## config.mk

```make
export PLATFORM = sky130hd
export DESIGN_NAME = digital_clock
export DESIGN_NICKNAME = d
export VERILOG_FILES = /design/src/rtl/clock_pkg.sv /design/src/rtl/alarm_register.sv /design/src/rtl/button_sync.sv /design/src/rtl/digital_clock.sv /design/src/rtl/mode_fsm.sv /design/src/rtl/stopwatch.sv /design/src/rtl/tick_divider.sv /design/src/rtl/time_counter.sv
export VERILOG_INCLUDE_DIRS = /design/src /design/src/rtl
export SDC_FILE = /design/constraint.sdc
export NUM_CORES = 1
export LEC_CHECK = 0
export BUFFER_PORTS_ARGS = -buffer_cell sky130_fd_sc_hd__buf_2
export CORE_MARGIN = 3
export CORE_UTILIZATION = 40
export DETAILED_ROUTE_END_ITERATION = 8
export PLACE_DENSITY = 0.65
export SETUP_SLACK_MARGIN = 0.05
export SLEW_MARGIN = 10
export SYNTH_ARGS = -nofsm -noshare
export SYNTH_HDL_FRONTEND = slang
export SYNTH_HIERARCHICAL = 1
export SYNTH_SLANG_ARGS = --single-unit
```

## constraint.sdc

```tcl
create_clock -name clk -period 2.8 [get_ports clk]
set_clock_uncertainty 0.15 [all_clocks]
set_input_delay 0.28 -clock clk [delete_from_list [all_inputs] [get_ports clk]]
set_output_delay 0.28 -clock clk [all_outputs]
set_load 0.02 [all_outputs]
```

## src/rtl/clock_macros.svh

```systemverilog
`ifndef CLOCK_MACROS_SVH
`define CLOCK_MACROS_SVH

// Prescaler, kept small so simulations stay short
`define CLK_PER_CENTI 5
`define CENTI_PER_SEC 100

// Wrap limits of the time fields
`define HOURS_PER_DAY 24
`define MIN_PER_HOUR  60
`define SEC_PER_MIN   60

// Stopwatch end of range, 59:59.99
`define SW_LAST_MIN   59
`define SW_LAST_SEC   59
`define SW_LAST_CENTI 99

`define SYNC_STAGES 2

`endif

```

## src/rtl/clock_pkg.sv

```systemverilog
package clock_pkg;

    typedef logic [4:0] hours_t;
    typedef logic [5:0] minutes_t;
    typedef logic [6:0] centi_t;
    typedef logic [6:0] field_t;

    // Bit 2 left, bit 1 middle, bit 0 right
    typedef logic [2:0] flash_t;

    typedef enum logic [1:0] {
        SCREEN_TIME,
        SCREEN_ALARM,
        SCREEN_STOPWATCH
    } screen_t;

    typedef enum logic [2:0] {
        ST_CLOCK,
        ST_SET_HOURS,
        ST_SET_MINUTES,
        ST_ALARM,
        ST_ALARM_HOURS,
        ST_ALARM_MINUTES,
        ST_STOPWATCH,
        ST_RINGING
    } clock_state_t;

    // One step up or down, wrapping at both ends of 0..limit-1
    function automatic field_t wrap_step(field_t value, field_t limit, logic up);
        field_t result;
        if (up)
            result = (value == limit - 7'd1) ? '0 : value + 7'd1;
        else
            result = (value == '0) ? limit - 7'd1 : value - 7'd1;
        return result;
    endfunction

endpackage

```

## src/rtl/alarm_register.sv

```systemverilog
`timescale 1ns/1ps
`include "clock_macros.svh"

module alarm_register (
    input  logic                clk,
    input  logic                rst_n,
    input  logic                alarm_hours_sel,
    input  logic                alarm_minutes_sel,
    input  logic                up_press,
    input  logic                down_press,
    input  logic                arm,
    input  logic                disarm,
    input  clock_pkg::hours_t   clock_hours,
    input  clock_pkg::minutes_t clock_minutes,
    output clock_pkg::hours_t   alarm_hours,
    output clock_pkg::minutes_t alarm_minutes,
    output logic                armed,
    output logic                alarm_match
);
    import clock_pkg::*;

    always_ff @(posedge clk)
    begin
        if (!rst_n)
        begin
            alarm_hours   <= '0;
            alarm_minutes <= '0;
            armed         <= 1'b0;
        end
        else
        begin
            if ((up_press || down_press) && alarm_hours_sel)
                alarm_hours <= hours_t'(wrap_step(field_t'(alarm_hours),
                                                  field_t'(`HOURS_PER_DAY), up_press));
            else if ((up_press || down_press) && alarm_minutes_sel)
                alarm_minutes <= minutes_t'(wrap_step(field_t'(alarm_minutes),
                                                      field_t'(`MIN_PER_HOUR), up_press));

            // Silencing wins over a late arm
            if (disarm)
                armed <= 1'b0;
            else if (arm)
                armed <= 1'b1;
        end
    end

    assign alarm_match = armed && (alarm_hours == clock_hours)
                               && (alarm_minutes == clock_minutes);

endmodule

```

## src/rtl/button_sync.sv

```systemverilog
`timescale 1ns/1ps
`include "clock_macros.svh"

module button_sync (
    input  logic clk,
    input  logic rst_n,
    input  logic mode_btn,
    input  logic set_btn,
    input  logic up_btn,
    input  logic down_btn,
    output logic mode_press,
    output logic set_press,
    output logic up_press,
    output logic down_press
);

    logic [3:0]                   raw;
    logic [`SYNC_STAGES-1:0][3:0] sync_q;
    logic [3:0]                   prev_q;
    logic [3:0]                   press_q;

    assign raw = {mode_btn, set_btn, up_btn, down_btn};

    always_ff @(posedge clk)
    begin
        if (!rst_n)
        begin
            sync_q  <= '0;
            prev_q  <= '0;
            press_q <= '0;
        end
        else
        begin
            sync_q  <= {sync_q[`SYNC_STAGES-2:0], raw};
            prev_q  <= sync_q[`SYNC_STAGES-1];
            // Rising edge of the synchronized level
            press_q <= sync_q[`SYNC_STAGES-1] & ~prev_q;
        end
    end

    assign {mode_press, set_press, up_press, down_press} = press_q;

endmodule

```

## src/rtl/digital_clock.sv

```systemverilog
`timescale 1ns/1ps

module digital_clock (
    input  logic               clk,
    input  logic               rst_n,
    input  logic               mode_btn,
    input  logic               set_btn,
    input  logic               up_btn,
    input  logic               down_btn,
    output clock_pkg::screen_t screen,
    output clock_pkg::flash_t  flash,
    output clock_pkg::field_t  disp_left,
    output clock_pkg::field_t  disp_mid,
    output clock_pkg::field_t  disp_right
);
    import clock_pkg::*;

    logic     centi_tick;
    logic     sec_tick;
    logic     mode_press;
    logic     set_press;
    logic     up_press;
    logic     down_press;
    logic     adjust_hours;
    logic     adjust_minutes;
    logic     alarm_hours_sel;
    logic     alarm_minutes_sel;
    logic     arm;
    logic     disarm;
    logic     sw_toggle;
    logic     sw_clear;
    logic     alarm_match;
    logic     alarm_armed;
    hours_t   clock_hours;
    minutes_t clock_minutes;
    minutes_t clock_seconds;
    hours_t   alarm_hours;
    minutes_t alarm_minutes;
    minutes_t sw_minutes;
    minutes_t sw_seconds;
    centi_t   sw_centis;

    ////////////////////////////////////////////////////////////////////////////
    // Ticks and buttons
    ////////////////////////////////////////////////////////////////////////////

    tick_divider u_tick_divider (.*);

    button_sync u_button_sync (.*);

    ////////////////////////////////////////////////////////////////////////////
    // Value blocks
    ////////////////////////////////////////////////////////////////////////////

    time_counter u_time_counter (
        .clk            (clk),
        .rst_n          (rst_n),
        .sec_tick       (sec_tick),
        .adjust_hours   (adjust_hours),
        .adjust_minutes (adjust_minutes),
        .up_press       (up_press),
        .down_press     (down_press),
        .hours          (clock_hours),
        .minutes        (clock_minutes),
        .seconds        (clock_seconds)
    );

    alarm_register u_alarm_register (
        .clk               (clk),
        .rst_n             (rst_n),
        .alarm_hours_sel   (alarm_hours_sel),
        .alarm_minutes_sel (alarm_minutes_sel),
        .up_press          (up_press),
        .down_press        (down_press),
        .arm               (arm),
        .disarm            (disarm),
        .clock_hours       (clock_hours),
        .clock_minutes     (clock_minutes),
        .alarm_hours       (alarm_hours),
        .alarm_minutes     (alarm_minutes),
        .armed             (alarm_armed),
        .alarm_match       (alarm_match)
    );

    stopwatch u_stopwatch (.*);

    mode_fsm u_mode_fsm (.*);

    // Ringing shows only while armed, or in the cycle right after silencing
    a_ring_armed: assert property (@(posedge clk) disable iff (!rst_n)
        flash == 3'b111 |-> alarm_armed || $past(disarm))
    else
        $error("alarm ringing while disarmed");

endmodule

```

## src/rtl/mode_fsm.sv

```systemverilog
`timescale 1ns/1ps

module mode_fsm (
    input  logic                clk,
    input  logic                rst_n,
    input  logic                mode_press,
    input  logic                set_press,
    input  logic                up_press,
    input  logic                down_press,
    input  logic                alarm_match,
    input  clock_pkg::hours_t   clock_hours,
    input  clock_pkg::minutes_t clock_minutes,
    input  clock_pkg::minutes_t clock_seconds,
    input  clock_pkg::hours_t   alarm_hours,
    input  clock_pkg::minutes_t alarm_minutes,
    input  clock_pkg::minutes_t sw_minutes,
    input  clock_pkg::minutes_t sw_seconds,
    input  clock_pkg::centi_t   sw_centis,
    output logic                adjust_hours,
    output logic                adjust_minutes,
    output logic                alarm_hours_sel,
    output logic                alarm_minutes_sel,
    output logic                arm,
    output logic                disarm,
    output logic                sw_toggle,
    output logic                sw_clear,
    output clock_pkg::screen_t  screen,
    output clock_pkg::flash_t   flash,
    output clock_pkg::field_t   disp_left,
    output clock_pkg::field_t   disp_mid,
    output clock_pkg::field_t   disp_right
);
    import clock_pkg::*;

    clock_state_t state;
    clock_state_t next_state;
    screen_t      next_screen;
    flash_t       next_flash;
    field_t       next_left;
    field_t       next_mid;
    field_t       next_right;

    ////////////////////////////////////////////////////////////////////////////
    // Screen state machine
    ////////////////////////////////////////////////////////////////////////////

    always_comb
    begin
        next_state = state;
        case (state)
            ST_CLOCK:
                if (mode_press)
                    next_state = ST_ALARM;
                else if (set_press)
                    next_state = ST_SET_HOURS;
                else if (alarm_match)
                    next_state = ST_RINGING;
            ST_SET_HOURS, ST_SET_MINUTES:
                if (mode_press)
                    next_state = ST_ALARM;
                else if (set_press)
                    next_state = (state == ST_SET_HOURS) ? ST_SET_MINUTES : ST_CLOCK;
            ST_ALARM, ST_ALARM_HOURS, ST_ALARM_MINUTES:
                if (mode_press)
                    next_state = ST_STOPWATCH;
                else if (set_press && state == ST_ALARM)
                    next_state = ST_ALARM_HOURS;
                else if (set_press)
                    next_state = (state == ST_ALARM_HOURS) ? ST_ALARM_MINUTES : ST_ALARM;
            ST_STOPWATCH:
                if (mode_press)
                    next_state = ST_CLOCK;
            ST_RINGING:
                if (down_press)
                    next_state = ST_CLOCK;
            default:
                next_state = ST_CLOCK;
        endcase
    end

    assign adjust_hours      = (state == ST_SET_HOURS);
    assign adjust_minutes    = (state == ST_SET_MINUTES);
    assign alarm_hours_sel   = (state == ST_ALARM_HOURS);
    assign alarm_minutes_sel = (state == ST_ALARM_MINUTES);
    // Arm only on the set that closes the alarm edit
    assign arm               = (state == ST_ALARM_MINUTES) && (next_state == ST_ALARM);
    assign disarm            = down_press && (state == ST_ALARM || state == ST_RINGING);
    assign sw_toggle         = set_press && (state == ST_STOPWATCH);
    assign sw_clear          = up_press && (state == ST_STOPWATCH);

    ////////////////////////////////////////////////////////////////////////////
    // Display multiplexer
    ////////////////////////////////////////////////////////////////////////////

    always_comb
    begin
        next_screen = SCREEN_TIME;
        next_left   = field_t'(clock_hours);
        next_mid    = field_t'(clock_minutes);
        next_right  = field_t'(clock_seconds);
        case (state)
            ST_ALARM, ST_ALARM_HOURS, ST_ALARM_MINUTES:
            begin
                next_screen = SCREEN_ALARM;
                next_left   = field_t'(alarm_hours);
                next_mid    = field_t'(alarm_minutes);
                next_right  = '0;
            end
            ST_STOPWATCH:
            begin
                next_screen = SCREEN_STOPWATCH;
                next_left   = field_t'(sw_minutes);
                next_mid    = field_t'(sw_seconds);
                next_right  = sw_centis;
            end
            default:
                next_screen = SCREEN_TIME;
        endcase

        case (state)
            ST_SET_HOURS, ST_ALARM_HOURS:
                next_flash = 3'b100;
            ST_SET_MINUTES, ST_ALARM_MINUTES:
                next_flash = 3'b010;
            ST_RINGING:
                next_flash = 3'b111;
            default:
                next_flash = 3'b000;
        endcase
    end

    always_ff @(posedge clk)
    begin
        if (!rst_n)
        begin
            state      <= ST_CLOCK;
            screen     <= SCREEN_TIME;
            flash      <= '0;
            disp_left  <= '0;
            disp_mid   <= '0;
            disp_right <= '0;
        end
        else
        begin
            state      <= next_state;
            screen     <= next_screen;
            flash      <= next_flash;
            disp_left  <= next_left;
            disp_mid   <= next_mid;
            disp_right <= next_right;
        end
    end

endmodule

```

## src/rtl/stopwatch.sv

```systemverilog
`timescale 1ns/1ps
`include "clock_macros.svh"

module stopwatch (
    input  logic                clk,
    input  logic                rst_n,
    input  logic                centi_tick,
    input  logic                sw_toggle,
    input  logic                sw_clear,
    output clock_pkg::minutes_t sw_minutes,
    output clock_pkg::minutes_t sw_seconds,
    output clock_pkg::centi_t   sw_centis
);
    import clock_pkg::*;

    logic running;
    logic at_limit;

    assign at_limit = (sw_minutes == `SW_LAST_MIN) && (sw_seconds == `SW_LAST_SEC)
                   && (sw_centis == `SW_LAST_CENTI);

    always_ff @(posedge clk)
    begin
        if (!rst_n)
        begin
            running    <= 1'b0;
            sw_minutes <= '0;
            sw_seconds <= '0;
            sw_centis  <= '0;
        end
        else
        begin
            if (sw_toggle)
                running <= !running;
            else if (at_limit)
                running <= 1'b0;

            if (sw_clear && !running)
            begin
                sw_minutes <= '0;
                sw_seconds <= '0;
                sw_centis  <= '0;
            end
            else if (running && centi_tick && !at_limit)
            begin
                if (sw_centis != `CENTI_PER_SEC - 1)
                    sw_centis <= sw_centis + 7'd1;
                else
                begin
                    sw_centis <= '0;
                    if (sw_seconds != `SEC_PER_MIN - 1)
                        sw_seconds <= sw_seconds + 6'd1;
                    else
                    begin
                        sw_seconds <= '0;
                        sw_minutes <= sw_minutes + 6'd1;
                    end
                end
            end
        end
    end

    a_centi_range: assert property (@(posedge clk) disable iff (!rst_n)
        sw_centis < `CENTI_PER_SEC)
    else
        $error("stopwatch centis out of range %0d", sw_centis);

endmodule

```

## src/rtl/tick_divider.sv

```systemverilog
`timescale 1ns/1ps
`include "clock_macros.svh"

module tick_divider (
    input  logic clk,
    input  logic rst_n,
    output logic centi_tick,
    output logic sec_tick
);
    import clock_pkg::*;

    logic [$clog2(`CLK_PER_CENTI)-1:0] pre_cnt;
    centi_t                            centi_cnt;
    logic                              pre_wrap;
    logic                              centi_wrap;

    assign pre_wrap   = (pre_cnt == `CLK_PER_CENTI - 1);
    assign centi_wrap = (centi_cnt == `CENTI_PER_SEC - 1);

    always_ff @(posedge clk)
    begin
        if (!rst_n)
        begin
            pre_cnt   <= '0;
            centi_cnt <= '0;
        end
        else if (pre_wrap)
        begin
            pre_cnt   <= '0;
            centi_cnt <= centi_wrap ? '0 : centi_cnt + 7'd1;
        end
        else
        begin
            pre_cnt <= pre_cnt + 1'b1;
        end
    end

    assign centi_tick = pre_wrap;
    // Second tick lines up with the last centisecond of each second
    assign sec_tick   = pre_wrap && centi_wrap;

endmodule

```

## src/rtl/time_counter.sv

```systemverilog
`timescale 1ns/1ps
`include "clock_macros.svh"

module time_counter (
    input  logic                clk,
    input  logic                rst_n,
    input  logic                sec_tick,
    input  logic                adjust_hours,
    input  logic                adjust_minutes,
    input  logic                up_press,
    input  logic                down_press,
    output clock_pkg::hours_t   hours,
    output clock_pkg::minutes_t minutes,
    output clock_pkg::minutes_t seconds
);
    import clock_pkg::*;

    logic step;
    logic sec_carry;
    logic min_carry;

    assign step      = up_press || down_press;
    assign sec_carry = (seconds == `SEC_PER_MIN - 1);
    assign min_carry = (minutes == `MIN_PER_HOUR - 1);

    always_ff @(posedge clk)
    begin
        if (!rst_n)
        begin
            hours   <= '0;
            minutes <= '0;
            seconds <= '0;
        end
        else if (adjust_hours || adjust_minutes)
        begin
            // Seconds restart from zero once setting ends
            seconds <= '0;
            if (step && adjust_hours)
                hours <= hours_t'(wrap_step(field_t'(hours),
                                            field_t'(`HOURS_PER_DAY), up_press));
            else if (step && adjust_minutes)
                minutes <= minutes_t'(wrap_step(field_t'(minutes),
                                                field_t'(`MIN_PER_HOUR), up_press));
        end
        else if (sec_tick)
        begin
            seconds <= minutes_t'(wrap_step(field_t'(seconds), field_t'(`SEC_PER_MIN), 1'b1));
            if (sec_carry)
                minutes <= minutes_t'(wrap_step(field_t'(minutes),
                                                field_t'(`MIN_PER_HOUR), 1'b1));
            if (sec_carry && min_carry)
                hours <= hours_t'(wrap_step(field_t'(hours), field_t'(`HOURS_PER_DAY), 1'b1));
        end
    end

    a_time_range: assert property (@(posedge clk) disable iff (!rst_n)
        hours < `HOURS_PER_DAY && minutes < `MIN_PER_HOUR)
    else
        $error("time_counter out of range %0d:%0d", hours, minutes);

endmodule
```

==> impl_metrics.prom <==
# TYPE chip_impl_metric gauge
chip_impl_metric{name="worst_ep_arrival_time",unit="ns"} 2.56
chip_impl_metric{name="drv.max_cap_violation_count",unit=""} 0
chip_impl_metric{name="rows",unit=""} 42
chip_impl_metric{name="top_level_ports",unit=""} 32
chip_impl_metric{name="initial_utilization",unit="%"} 41.1
chip_impl_info{name="crit_chain",value="ha_1 -> nand2_1 -> or3_1 -> o41ai_4 -> a21boi_2 -> mux2i_1"} 1
chip_impl_info{name="clock-root-buffer",value="sky130_fd_sc_hd__clkbuf_16"} 1
chip_impl_metric{name="cts_setup_buffers",unit=""} 0
chip_impl_metric{name="share_of_the_yosys_chip_area_belonging_to_registers",unit="%"} 37.4
chip_impl_metric{name="placeable_core_area",unit="sq um"} 13300
chip_impl_info{name="critical_path.endpoint_type",value="flip-flop"} 1
chip_impl_metric{name="postSynthCellCount",unit=""} 628
chip_impl_info{name="synth.most_common_cell",value="sky130_fd_sc_hd__dfxtp_1"} 1
chip_impl_metric{name="slew_violations",unit=""} 0
chip_impl_metric{name="drt-wirelength-per-cell",unit="um"} 15.1
chip_impl_metric{name="worst-slew-pin-transition",unit="ns"} 0.710
chip_impl_metric{name="syn_avg_cell_area",unit="sq um"} 8.70
chip_impl_metric{name="fp.dieW",unit="um"} 123
chip_impl_metric{name="drtPass1Iterations",unit=""} 5
chip_impl_metric{name="clock_insertion_delay_at_the_later_pin_of_the_skew_report",unit="ns"} 0.35
chip_impl_metric{name="post-route-period-util",unit="%"} 86.8
chip_impl_metric{name="nets",unit=""} 675
chip_impl_metric{name="grt_pass1_wl",unit="mm"} 20.6
chip_impl_metric{name="max_clock_freq",unit="MHz"} 412
chip_impl_info{name="tritoncts",value="built"} 1
chip_impl_metric{name="finish.utilization",unit="%"} 45.5
chip_impl_metric{name="path_buf_inv",unit=""} 0
chip_impl_metric{name="globalplace.congestion",unit=""} 0.849
chip_impl_metric{name="synth.ff_latch_count",unit=""} 102
chip_impl_metric{name="pin_count_of_the_biggest_net_entering_global_routing",unit=""} 26
chip_impl_metric{name="grt.total_usage",unit="%"} 17.2
chip_impl_metric{name="synth-edff-count",unit=""} 0
chip_impl_metric{name="global_route.overflow_total",unit=""} 0
chip_impl_metric{name="area_overhead_vs_synth",unit="%"} 10.8
chip_impl_metric{name="drive_gt1_share",unit="%"} 13.9
chip_impl_info{name="synth_flop_type",value="sky130_fd_sc_hd__dfxtp_1"} 1
chip_impl_metric{name="cts-htree-levels",unit=""} 3
chip_impl_info{name="slowest_stage",value="sky130_fd_sc_hd__o41ai_4"} 1
chip_impl_metric{name="num_cts_buffers",unit=""} 9
chip_impl_metric{name="async_flop_share",unit="%"} 0
chip_impl_metric{name="max_slew_margin",unit="%"} 52.7
chip_impl_metric{name="dr_total_vias",unit=""} 4712
chip_impl_metric{name="number_of_routed_nets_with_antenna_violations",unit=""} 0
chip_impl_metric{name="finalHoldViolCount",unit=""} 0
chip_impl_metric{name="netlist_area",unit="sq um"} 5460
chip_impl_metric{name="via_cell_ratio",unit=""} 5.66
chip_impl_metric{name="die_area",unit="sq um"} 15100
chip_impl_metric{name="synth_top_cell_area_share",unit="%"} 37.4
chip_impl_metric{name="critPathMaxFanout",unit=""} 9
chip_impl_metric{name="leakage",unit="uW"} 0.00226
chip_impl_metric{name="layout.filler_cells",unit=""} 1275
chip_impl_metric{name="portBuffers",unit=""} 29
chip_impl_info{name="critPathKind",value="flip-flop to flip-flop"} 1
chip_impl_info{name="run_status",value="complete, no violations"} 1
chip_impl_metric{name="netlist-cell-type-count",unit=""} 80
chip_impl_metric{name="route.detailed.drc",unit=""} 0
chip_impl_metric{name="totalPowerFinal",unit="uW"} 3220
chip_impl_info{name="grt_setup_unrepaired",value="no"} 1
chip_impl_metric{name="drt_first_iter_violations",unit=""} 534
chip_impl_metric{name="max-vdd-ir-drop",unit="mV"} 0.267
chip_impl_metric{name="grt_pass1_vias",unit=""} 4273
chip_impl_metric{name="yosysWarnings",unit=""} 6
chip_impl_metric{name="required",unit="ns"} 2.93
chip_impl_metric{name="reg2reg_setup_slack",unit="ns"} 0.37
chip_impl_info{name="yosysTopAreaCell",value="sky130_fd_sc_hd__dfxtp_1"} 1
chip_impl_metric{name="setup_viol",unit=""} 0
chip_impl_metric{name="post-route-min-period",unit="ns"} 2.43
chip_impl_metric{name="chipHeight",unit="um"} 123
chip_impl_info{name="critPathTopFamily",value="compound AO/OA/AOI/OAI gates"} 1
chip_impl_metric{name="grt_antenna_before_repair",unit=""} 0
chip_impl_metric{name="postRouteWirelength",unit="mm"} 12.6
chip_impl_metric{name="finalWorstSetupSlack",unit="ns"} 0.370
chip_impl_metric{name="cts.sink_count",unit=""} 102
chip_impl_info{name="worst_setup_path_start_kind",value="flip-flop"} 1
chip_impl_info{name="worst_hold_path_type",value="input pin to flip-flop"} 1
chip_impl_metric{name="timing.setup.tns",unit="ns"} 0
chip_impl_metric{name="hold-worst-slack",unit="ns"} 0.136
chip_impl_metric{name="placement.setup.worst_slack",unit="ns"} 0.345
chip_impl_metric{name="cts_buffer_depth",unit=""} 2
chip_impl_metric{name="antenna_cells",unit=""} 0
chip_impl_info{name="synth_top_cells_by_count",value="102 x sky130_fd_sc_hd__dfxtp_1, 47 x sky130_fd_sc_hd__nor2_1, 45 x sky130_fd_sc_hd__nand2_1, 37 x sky130_fd_sc_hd__a21oi_1, 29 x sky130_fd_sc_hd__o21ai_0"} 1
chip_impl_metric{name="worst_setup_hold_path_clk_slew",unit="ns"} 0.07
chip_impl_metric{name="cellPowerDensity",unit="nW/um^2"} 532
chip_impl_info{name="synth.area.top_cells",value="sky130_fd_sc_hd__dfxtp_1 37%, sky130_fd_sc_hd__ha_1 3.9%, sky130_fd_sc_hd__a21oi_1 3.4%, sky130_fd_sc_hd__nor2_1 3.2%, sky130_fd_sc_hd__nand2_1 3.1%"} 1
chip_impl_metric{name="detailedPlacementHpwl",unit="mm"} 8.64
chip_impl_metric{name="cpPeakStageDelay",unit="ns"} 0.51
sequential cells by signal, indices dropped and copies added (netlist names), 2 cells and up:
register and flops:
u_button_sync/sync_q 8, u_mode_fsm/disp_right 7, u_stopwatch/sw_centis 7, u_tick_divider/centi_cnt 7, u_alarm_register/alarm_minutes 6, u_mode_fsm/disp_left 6, u_mode_fsm/disp_mid 6, u_stopwatch/sw_minutes 6
u_stopwatch/sw_seconds 6, u_time_counter/minutes 6, u_time_counter/seconds 6, u_alarm_register/alarm_hours 5, u_time_counter/hours 5, u_button_sync/press_q 4, u_button_sync/prev_q 4, u_mode_fsm/flash 3
u_mode_fsm/state 3, u_tick_divider/pre_cnt 3, u_mode_fsm/screen 2
stage by stage:
step	instances	area (sq um)
after floorplan	629	5470
after global placement	813	5710
after detailed placement	813	5710
after CTS	833	6050
after global routing	833	6050
final	833	6050
cells by family (layout without fill, tap and decap cells):
| group | Yosys count | in the layout | synth area share (%) |
|---|---|---|---|
| AOI/OAI and AO/OA | 157 | 157 | 20.4 |
| buffers and inverters | 65 | 93 | 6.43 |
| other | 1 | 2 | 0.0686 |
| and+or+nand+nor | 249 | 249 | 25.7 |
| DFF | 102 | 102 | 37.4 |
| muxes | 9 | 9 | 1.69 |
| xor gates and xnor gates | 28 | 28 | 4.49 |
| adders and majority gates | 17 | 17 | 3.89 |
worst register-to-register path, delay by kind of cell, from the launching register on:
| family | cells | cell delay, ns |
|---|---|---|
| compound gates | 2 | 0.78 |
| fa+ha+maj | 1 | 0.27 |
| flops | 1 | 0.48 |
| mux | 1 | 0.18 |
| simple gates | 2 | 0.51 |
final cells by class:
class	instances	area [sq um]	share of cell area [%]
Timing Repair Buffer	50	313	5.17
Clock inverter	5	58.8	0.972
Multi-Input combinational cell	462	3070	50.8
Clock buffer	11	243	4.01
Inverter	27	101	1.67
Sequential cell	102	2040	33.7
Tap cell	176	220	3.64
what timing repair did:
action                    CTS  global route
hold endpoints to repair    4             0
resized for setup           0             0
hold buffers                4             0
layer usage:
layer / wire length [um] / track usage [%]
met5: 0 / 0
met4: 412 / 7.84
met3: 648 / 4.56
met2: 5820 / 27.1
met1: 5740 / 22.1
cell usage in the layout, fill, tap and decap left out, types with 9 or more instances in the layout:
master                      Yosys  routed
sky130_fd_sc_hd__nor3_1        16      16
sky130_fd_sc_hd__clkbuf_16      0       9
sky130_fd_sc_hd__nand4_1       10      10
sky130_fd_sc_hd__dfxtp_1      102     102
sky130_fd_sc_hd__a31oi_1        9       9
sky130_fd_sc_hd__xnor2_1       18      18
sky130_fd_sc_hd__buf_2         10      29
sky130_fd_sc_hd__ha_1          17      17
sky130_fd_sc_hd__o21ai_0       29      29
sky130_fd_sc_hd__inv_1         26      26
sky130_fd_sc_hd__a221o_1        9       9
sky130_fd_sc_hd__nor4_1        10      10
sky130_fd_sc_hd__nand3_1       21      21
sky130_fd_sc_hd__nor2_1        47      47
sky130_fd_sc_hd__nand2_1       45      45
sky130_fd_sc_hd__a21oi_1       37      37
sky130_fd_sc_hd__xor2_1        10      10
sky130_fd_sc_hd__nand2b_1      10      10
sky130_fd_sc_hd__buf_4          4      17
sky130_fd_sc_hd__or3_1         12      12
sky130_fd_sc_hd__and2_1        18      18
sky130_fd_sc_hd__and3_1        11      11
final timing paths:
path,from,end,cells after the start
worst max-delay path,u_time_counter/minutes[1],u_time_counter/hours[2],6
worst min-delay path,rst_n,u_mode_fsm/flash[0],3
worst max register to register,u_time_counter/minutes[1],u_time_counter/hours[2],6
worst min register to register,u_button_sync/sync_q[2],u_button_sync/sync_q[6],1
where the power goes:
group | switching [uW] | internal [uW] | total, uW
clock | 552 | 718 | 1270
combinational | 251 | 163 | 414
sequential | 45.9 | 1490 | 1540
total | 849 | 2370 | 3220
Power figures use the tool's default switching activity.
